==> src/logic/msx_pkg.sv <==
package msx_pkg;

   // Plain vector types of the CPU bus and the glue
   typedef logic [15:0]        addr_t;
   typedef logic [7:0]         data_t;
   typedef logic [1:0]         slot_t;
   typedef logic [3:0]         kb_row_t;
   typedef logic [4:0]         port_base_t;
   typedef logic [9:0]         psg_level_t;
   typedef logic signed [15:0] sample_t;

   // CPU bus, strobes active high
   typedef struct packed {
      addr_t addr;
      data_t dout;
      logic  mreq;
      logic  iorq;
      logic  rd;
      logic  wr;
      logic  m1;
   } cpu_bus_t;

   // Decoded I/O selects
   typedef struct packed {
      logic psg;
      logic ppi;
      logic vdp;
   } io_sel_t;

   // PPI port C outputs used outside the PPI
   typedef struct packed {
      kb_row_t kb_row;
      logic    cas_motor;
      logic    key_click;
   } ppi_ctrl_t;

   // M1 wait generator states
   typedef enum logic [1:0] {
      WAIT_IDLE = 2'd0,
      WAIT_HOLD = 2'd1,
      WAIT_DONE = 2'd2
   } wait_state_t;

   // I/O port groups, address bits 7..3
   localparam port_base_t PSG_PORT_BASE = 5'b10100;
   localparam port_base_t PPI_PORT_BASE = 5'b10101;
   localparam port_base_t VDP_PORT_BASE = 5'b10011;

endpackage
==> src/logic/msx_glue_top.sv <==
module msx_glue_top (
   input  logic                 clk21m,
   input  logic                 exwait_n,
   input  logic                 ce_cpu_i,
   input  msx_pkg::cpu_bus_t    cpu_bus_i,
   input  msx_pkg::data_t       vdp_data_i,
   input  msx_pkg::data_t       psg_data_i,
   input  msx_pkg::data_t       kb_data_i,
   input  msx_pkg::data_t       mem_data_i,
   input  msx_pkg::psg_level_t  psg_level_i,
   input  msx_pkg::sample_t     device_sound_i,
   input  logic                 cas_audio_i,
   output msx_pkg::data_t       cpu_data_o,
   output logic                 vdp_req_o,
   output logic                 wait_n_o,
   output msx_pkg::slot_t       slot_o,
   output msx_pkg::kb_row_t     kb_row_o,
   output logic                 cas_motor_o,
   output msx_pkg::sample_t     audio_o
);

   msx_pkg::io_sel_t   io_sel;
   msx_pkg::data_t     ppi_data;
   msx_pkg::data_t     port_a;
   msx_pkg::ppi_ctrl_t ppi_ctrl;

   io_port_decoder io_port_decoder_inst (
      .clk21m     (clk21m),
      .exwait_n   (exwait_n),
      .cpu_bus_i  (cpu_bus_i),
      .vdp_data_i (vdp_data_i),
      .psg_data_i (psg_data_i),
      .ppi_data_i (ppi_data),
      .mem_data_i (mem_data_i),
      .io_sel_o   (io_sel),
      .vdp_req_o  (vdp_req_o),
      .cpu_data_o (cpu_data_o)
   );

   ppi_8255 ppi_8255_inst (
      .clk21m    (clk21m),
      .exwait_n  (exwait_n),
      .cpu_bus_i (cpu_bus_i),
      .sel_i     (io_sel.ppi),
      .kb_data_i (kb_data_i),
      .data_o    (ppi_data),
      .port_a_o  (port_a),
      .ctrl_o    (ppi_ctrl)
   );

   // Page is the top two CPU address bits
   slot_select slot_select_inst (
      .clk21m      (clk21m),
      .exwait_n    (exwait_n),
      .ppi_sel_i   (io_sel.ppi),
      .addr_page_i (cpu_bus_i.addr[15:14]),
      .port_a_i    (port_a),
      .slot_o      (slot_o)
   );

   m1_wait_gen m1_wait_gen_inst (
      .clk21m   (clk21m),
      .exwait_n (exwait_n),
      .ce_cpu_i (ce_cpu_i),
      .m1_i     (cpu_bus_i.m1),
      .wait_n_o (wait_n_o)
   );

   audio_mixer audio_mixer_inst (
      .clk21m         (clk21m),
      .exwait_n       (exwait_n),
      .psg_level_i    (psg_level_i),
      .key_click_i    (ppi_ctrl.key_click),
      .cas_audio_i    (cas_audio_i),
      .cas_motor_i    (ppi_ctrl.cas_motor),
      .device_sound_i (device_sound_i),
      .audio_o        (audio_o)
   );

   assign kb_row_o    = ppi_ctrl.kb_row;
   assign cas_motor_o = ppi_ctrl.cas_motor;

endmodule

==> src/logic/audio_mixer.sv <==
module audio_mixer (
   input  logic                 clk21m,
   input  logic                 exwait_n,
   input  msx_pkg::psg_level_t  psg_level_i,
   input  logic                 key_click_i,
   input  logic                 cas_audio_i,
   input  logic                 cas_motor_i,
   input  msx_pkg::sample_t     device_sound_i,
   output msx_pkg::sample_t     audio_o
);

   msx_pkg::psg_level_t psg_part;
   logic [16:0]         psg_scaled;
   logic [16:0]         mix_sum;
   msx_pkg::sample_t    mix_sat;
   logic                cas_mon;

   // Cassette is monitored only while the motor is off
   assign cas_mon = cas_audio_i & ~cas_motor_i;

   assign psg_part = psg_level_i
                   + {4'b0000, key_click_i, 5'b00000}
                   + {5'b00000, cas_mon, 4'b0000};

   assign psg_scaled = {3'b000, psg_part, 4'b0000};
   assign mix_sum    = {device_sound_i[15], device_sound_i} + psg_scaled;

   // Top three bits tell whether the sum stays within range
   always_comb begin
      case (mix_sum[16:14])
         3'b000,
         3'b111: begin
            mix_sat = {mix_sum[15:1], 1'b0};
         end
         3'b001,
         3'b010,
         3'b011: begin
            mix_sat = 16'h7FFF;
         end
         default: begin
            mix_sat = 16'h8000;
         end
      endcase
   end

   always_ff @(posedge clk21m or negedge exwait_n) begin
      if (!exwait_n) begin
         audio_o <= '0;
      end else begin
         audio_o <= mix_sat;
      end
   end

endmodule

==> src/logic/m1_wait_gen.sv <==
module m1_wait_gen (
   input  logic clk21m,
   input  logic exwait_n,
   input  logic ce_cpu_i,
   input  logic m1_i,
   output logic wait_n_o
);

   msx_pkg::wait_state_t state;

   always_ff @(posedge clk21m or negedge exwait_n) begin
      if (!exwait_n) begin
         state <= msx_pkg::WAIT_IDLE;
      end else begin
         case (state)
            msx_pkg::WAIT_IDLE: begin
               if (ce_cpu_i && m1_i) begin
                  state <= msx_pkg::WAIT_HOLD;
               end
            end
            msx_pkg::WAIT_HOLD: begin
               // Exactly one CPU clock of wait
               if (ce_cpu_i) begin
                  state <= msx_pkg::WAIT_DONE;
               end
            end
            msx_pkg::WAIT_DONE: begin
               if (!m1_i) begin
                  state <= msx_pkg::WAIT_IDLE;
               end
            end
            default: begin
               state <= msx_pkg::WAIT_IDLE;
            end
         endcase
      end
   end

   assign wait_n_o = (state != msx_pkg::WAIT_HOLD);

endmodule

==> src/logic/slot_select.sv <==
module slot_select (
   input  logic            clk21m,
   input  logic            exwait_n,
   input  logic            ppi_sel_i,
   input  logic [1:0]      addr_page_i,
   input  msx_pkg::data_t  port_a_i,
   output msx_pkg::slot_t  slot_o
);

   logic map_valid;

   // Slot map is trusted after the first PPI access
   always_ff @(posedge clk21m or negedge exwait_n) begin
      if (!exwait_n) begin
         map_valid <= 1'b0;
      end else if (ppi_sel_i) begin
         map_valid <= 1'b1;
      end
   end

   always_comb begin
      if (!map_valid) begin
         slot_o = 2'b00;
      end else begin
         case (addr_page_i)
            2'd0:    slot_o = port_a_i[1:0];
            2'd1:    slot_o = port_a_i[3:2];
            2'd2:    slot_o = port_a_i[5:4];
            default: slot_o = port_a_i[7:6];
         endcase
      end
   end

endmodule

==> src/logic/ppi_8255.sv <==
module ppi_8255 (
   input  logic                clk21m,
   input  logic                exwait_n,
   input  msx_pkg::cpu_bus_t   cpu_bus_i,
   input  logic                sel_i,
   input  msx_pkg::data_t      kb_data_i,
   output msx_pkg::data_t      data_o,
   output msx_pkg::data_t      port_a_o,
   output msx_pkg::ppi_ctrl_t  ctrl_o
);

   msx_pkg::data_t port_a;
   msx_pkg::data_t port_c;
   logic [1:0]     offset;
   logic           wr_done;
   logic           wr_stb;

   assign offset = cpu_bus_i.addr[1:0];

   // One write per access, rearmed once wr drops
   assign wr_stb = cpu_bus_i.wr & sel_i & ~wr_done;

   always_ff @(posedge clk21m or negedge exwait_n) begin
      if (!exwait_n) begin
         wr_done <= 1'b0;
      end else if (!cpu_bus_i.wr) begin
         wr_done <= 1'b0;
      end else if (sel_i) begin
         wr_done <= 1'b1;
      end
   end

   always_ff @(posedge clk21m or negedge exwait_n) begin
      if (!exwait_n) begin
         port_a <= '0;
         port_c <= '0;
      end else if (wr_stb) begin
         case (offset)
            2'd0: begin
               port_a <= cpu_bus_i.dout;
            end
            2'd2: begin
               port_c <= cpu_bus_i.dout;
            end
            2'd3: begin
               // Bit set/reset; mode words are ignored
               if (!cpu_bus_i.dout[7]) begin
                  port_c[cpu_bus_i.dout[3:1]] <= cpu_bus_i.dout[0];
               end
            end
            default: begin
            end
         endcase
      end
   end

   // Port B is the keyboard row input
   always_comb begin
      case (offset)
         2'd0:    data_o = port_a;
         2'd1:    data_o = kb_data_i;
         2'd2:    data_o = port_c;
         default: data_o = 8'hFF;
      endcase
   end

   assign port_a_o = port_a;

   assign ctrl_o.kb_row    = port_c[3:0];
   assign ctrl_o.cas_motor = port_c[4];
   assign ctrl_o.key_click = port_c[7];

endmodule

==> src/logic/io_port_decoder.sv <==
module io_port_decoder (
   input  logic               clk21m,
   input  logic               exwait_n,
   input  msx_pkg::cpu_bus_t  cpu_bus_i,
   input  msx_pkg::data_t     vdp_data_i,
   input  msx_pkg::data_t     psg_data_i,
   input  msx_pkg::data_t     ppi_data_i,
   input  msx_pkg::data_t     mem_data_i,
   output msx_pkg::io_sel_t   io_sel_o,
   output logic               vdp_req_o,
   output msx_pkg::data_t     cpu_data_o
);

   msx_pkg::io_sel_t   io_sel;
   msx_pkg::port_base_t port_hi;
   logic               io_cycle;
   logic               bus_active;
   logic               req;
   logic               iack;

   // Interrupt acknowledge (iorq with m1) never selects a port
   assign port_hi  = cpu_bus_i.addr[7:3];
   assign io_cycle = cpu_bus_i.iorq & ~cpu_bus_i.m1;

   assign io_sel.psg = io_cycle && (port_hi == msx_pkg::PSG_PORT_BASE);
   assign io_sel.ppi = io_cycle && (port_hi == msx_pkg::PPI_PORT_BASE);
   assign io_sel.vdp = io_cycle && (port_hi == msx_pkg::VDP_PORT_BASE);

   assign io_sel_o = io_sel;

   assign bus_active = cpu_bus_i.iorq | cpu_bus_i.mreq;

   // Request is live only in the first cycle of an access
   assign req = bus_active & (cpu_bus_i.rd | cpu_bus_i.wr) & ~iack;

   always_ff @(posedge clk21m or negedge exwait_n) begin
      if (!exwait_n) begin
         iack <= 1'b0;
      end else if (!bus_active) begin
         iack <= 1'b0;
      end else if (req) begin
         iack <= 1'b1;
      end
   end

   assign vdp_req_o = req & io_sel.vdp;

   // CPU read data, highest priority first
   always_comb begin
      if (!cpu_bus_i.rd) begin
         cpu_data_o = 8'hFF;
      end else if (io_sel.vdp) begin
         cpu_data_o = vdp_data_i;
      end else if (io_sel.psg) begin
         cpu_data_o = psg_data_i;
      end else if (io_sel.ppi) begin
         cpu_data_o = ppi_data_i;
      end else begin
         cpu_data_o = mem_data_i;
      end
   end

endmodule

==> config.mk <==
export PLATFORM = sky130hd
export DESIGN_NAME = msx_glue_top
export DESIGN_NICKNAME = d
export VERILOG_FILES = /design/src/logic/msx_pkg.sv /design/src/logic/msx_glue_top.sv /design/src/logic/audio_mixer.sv /design/src/logic/m1_wait_gen.sv /design/src/logic/slot_select.sv /design/src/logic/ppi_8255.sv /design/src/logic/io_port_decoder.sv
export SDC_FILE = /design/constraint.sdc
export NUM_CORES = 1
export LEC_CHECK = 0
export ABC_AREA = 0
export BUFFER_PORTS_ARGS = -buffer_cell sky130_fd_sc_hd__buf_2
export CORE_MARGIN = 2
export CORE_UTILIZATION = 51
export CTS_BUF_LIST = sky130_fd_sc_hd__clkbuf_16
export DETAILED_ROUTE_END_ITERATION = 7
export MAX_ROUTING_LAYER = met4
export PLACE_DENSITY_LB_ADDON = 0.1
export SLEW_MARGIN = 20
export SYNTH_ARGS = -nofsm -noshare
export SYNTH_HDL_FRONTEND = slang
export SYNTH_SLANG_ARGS = --single-unit
==> constraint.sdc <==
create_clock -name clk21m -period 5 [get_ports clk21m]
set_input_delay 1 -clock clk21m [delete_from_list [all_inputs] [get_ports clk21m]]
set_output_delay 1 -clock clk21m [all_outputs]
set_load 0.005 [all_outputs]
==> flow_metrics.env <==
export IMPL_status="finished clean"
export IMPL_clock_sinks=37
export IMPL_rsz0062_at_grt="no"
export IMPL_cp_top_family="compound AO/OA/AOI/OAI gates"
export IMPL_pre_cts_slack_ns=1.04
export IMPL_die_w_um=76.9
export IMPL_max_freq_ghz=0.272
export IMPL_routedWlPerCell_um=14.5
export IMPL_async_flop_share=1.00
export IMPL_crit_path_max_incr_delay_ns=0.47
export IMPL_path_buf_inv=1
export IMPL_yosys_register_bits=37
export IMPL_fin_setup_tns_ns=0
export IMPL_syn_nets=404
export IMPL_grt_max_degree=38
export IMPL_wl_mm=6.77
export IMPL_stdcell_count=466
export IMPL_placedCellCount=458
export IMPL_slew_headroom=0.455
export IMPL_whs_ns=0.459
export IMPL_drt_first_pass_iters=4
export IMPL_antennaDiodeCount=0
export IMPL_yosysSeqAreaShare=0.342
export IMPL_final_cell_mix="buf_2, dfrtp_1, nand2_1"
export IMPL_drt_vias_per_instance=5.46
export IMPL_path_class="in2reg"
export IMPL_grt_overflow=0
export IMPL_drtIter0Drc=165
export IMPL_finalInstanceArea_mm2=0.00338
export IMPL_ff_latch_area_um2=926
export IMPL_avgSynthCellArea_um2=9.09
export IMPL_io_buffers=115
export IMPL_synth_edf_count=0
export IMPL_final_common_cell="buf_2"
export IMPL_cpMaxStageDelayCell="fa_1"
export IMPL_fin_ws_ns=1.32
export IMPL_drv_slew=0
export IMPL_cts_resized=0
export IMPL_io_pins=124
export IMPL_ctsHtreeMaxLevel=2
export IMPL_synthesis_area_mm2=0.00271
export IMPL_fill_cells=445
export IMPL_multi_input_area_mm2=0.00163
export IMPL_finalHoldViolations=0
export IMPL_antenna_found_initial=0
export IMPL_num_vias=2544
export IMPL_synthFlopType="dfrtp_1"
export IMPL_postCtsHoldBufs=0
export IMPL_power_leakage_nw=1.61
export IMPL_drv_cap=0
export IMPL_start_util=0.531
export IMPL_area_delta_synth_final_pct=24.8
export IMPL_synth_mux_area_frac=0.0946
export IMPL_crit_fanout=15
export IMPL_clk_latency_ns=0.28
export IMPL_drcViolationCount=0
export IMPL_cp_start_kind="primary input"
export IMPL_hpwl_mm=5.25
export IMPL_cts_path_max_buffers=2
export IMPL_rows=26
export IMPL_synth_simple_area_share=0.169
export IMPL_cp_end_kind="flip-flop"
export IMPL_grt_pass1_wl_mm=11.3
export IMPL_cts_setup_buffers=0
export IMPL_die_h_um=76.9
export IMPL_p_per_area_mw_per_mm2=263
export IMPL_tritoncts="built"
export IMPL_cp_required_ns=5.13
export IMPL_synth_top_family_by_area="compound AO/OA/AOI/OAI gates"
export IMPL_peakVddDrop_uv=140
export IMPL_place_congestion=0.866
export IMPL_cp_arrival_ns=3.80
export IMPL_layout_drive_gt1_share=0.374
export IMPL_synthAdderAreaFrac=0.0748
export IMPL_core_mm2=0.00511
export IMPL_die_area_mm2=0.00591
export IMPL_crit_chain="buf_2 -> nor2b_1 -> ha_1 -> fa_1 -> ha_1 -> and3_2 -> a221oi_2 -> o221a_2 -> xnor2_1 -> a41o_2 -> o21ai_0"
export IMPL_synth_warnings=0
export IMPL_clk_pin_slew_ns=0.05
export IMPL_ant_nets=0
export IMPL_worst_pin_slew_ns=0.818
export IMPL_cts_buffers_inserted=5
export IMPL_crit_path_frequent_cell="ha_1"
export IMPL_synth_compound_area_frac=0.222
export IMPL_grt_pass1_vias=2295
export IMPL_synth_xor_xnor_area_share=0.0420
export IMPL_layout_min_cycle_time_ns=3.68
export IMPL_fin_crit_sh=0.735
export IMPL_placed_cell_area_mm2=0.00325
export IMPL_synth_cell_types=51
export IMPL_synthCells=298
export IMPL_final_nets=501
export IMPL_holdCritPathClass="reg2reg"
export IMPL_clockRootBuffer="clkbuf_16"
export IMPL_grtUsageTotal=0.246
export IMPL_skew_ns=0.00537
export IMPL_setup_viol=0
==> registers in the layout, summed over array words and instances, names as in the netlist <==
register,count
ppi_8255_inst.port_a_o,8
ppi_8255_inst.port_c,8
slot_select_inst.map_valid,1
ppi_8255_inst.wr_done,1
m1_wait_gen_inst.state,2
io_port_decoder_inst.iack,1
audio_mixer_inst.audio_o,16
==> stage by stage <==
step | util | power, mW
2_1_floorplan | - | 0.504
3_3_place_gp | 0.635 | 0.595
3_5_place_dp | 0.635 | 0.603
4_1_cts | 0.662 | 0.897
5_1_grt | 0.662 | 0.947
6_report | 0.662 | 0.890
==> Yosys cell counts, types with 3 or more instances <==
library cell / instances / area share
inv_1: 7 / 0.0097
dfrtp_1: 37 / 0.34
a21o_1: 5 / 0.014
xnor2_1: 10 / 0.032
o21ai_0: 26 / 0.048
clkbuf_1: 14 / 0.019
o22ai_1: 3 / 0.0069
nand2b_1: 12 / 0.028
nand4_1: 4 / 0.0092
nand3_1: 15 / 0.028
and2_1: 3 / 0.0069
o221ai_1: 8 / 0.026
buf_4: 5 / 0.014
nand2_1: 33 / 0.046
o211ai_1: 9 / 0.025
ha_1: 13 / 0.060
mux2_2: 17 / 0.071
a21oi_1: 23 / 0.042
nor2_1: 5 / 0.0069
o21ai_2: 3 / 0.0097
nor2b_1: 5 / 0.012
xor2_1: 3 / 0.0097
buf_2: 3 / 0.0055
==> report_power, final <==
part	total, mW	internal [mW]	switching (mW)
clock	0.293	0.180	0.113
combinational	0.246	0.116	0.130
sequential	0.351	0.336	0.0149
==> cell type report <==
class	instances	share of cell area
Clock buffer	5	0.0370
Inverter	7	0.00777
Tap cell	70	0.0259
Multi-Input combinational cell	229	0.482
Clock inverter	3	0.00370
Timing Repair Buffer	115	0.170
Sequential cell	37	0.274
==> routing by layer <==
metal | global-route usage | up-vias | share of wire
li1 | - | 1285 | -
met2 | 0.346 | 114 | 0.44
met1 | 0.354 | 1137 | 0.47
met5 | - | - | 0
met3 | 0.0565 | 8 | 0.074
met4 | 0.0709 | 0 | 0.013
==> final timing paths <==
kind | start | end | slack [ns] | cells past startpoint
setup reg to reg | ppi_8255_inst.port_c[4] | audio_mixer_inst.audio_o[11] | 1.72 | 10
setup / recovery | cas_audio_i | audio_mixer_inst.audio_o[11] | 1.32 | 11
min in group asynchronous | exwait_n | audio_mixer_inst.audio_o[7] | 0.82 | 1
hold reg to reg | m1_wait_gen_inst.state[1] | m1_wait_gen_inst.state[0] | 0.46 | 1
max in group asynchronous | exwait_n | ppi_8255_inst.port_a_o[0] | 3.66 | 1
hold / removal | m1_wait_gen_inst.state[1] | m1_wait_gen_inst.state[0] | 0.46 | 1
==> cell families (layout without fill, tap and decap cells) <==
family	count (synthesis)	in the layout
AO/OA/AOI/OAI	92	92
AND/OR/NAND/NOR	88	88
flip-flops	37	37
buffers and inverters	32	130
multiplexers	21	21
adder cells (fa/ha/maj)	15	15
XOR/XNOR	13	13
(Power assumes the default switching activity.)
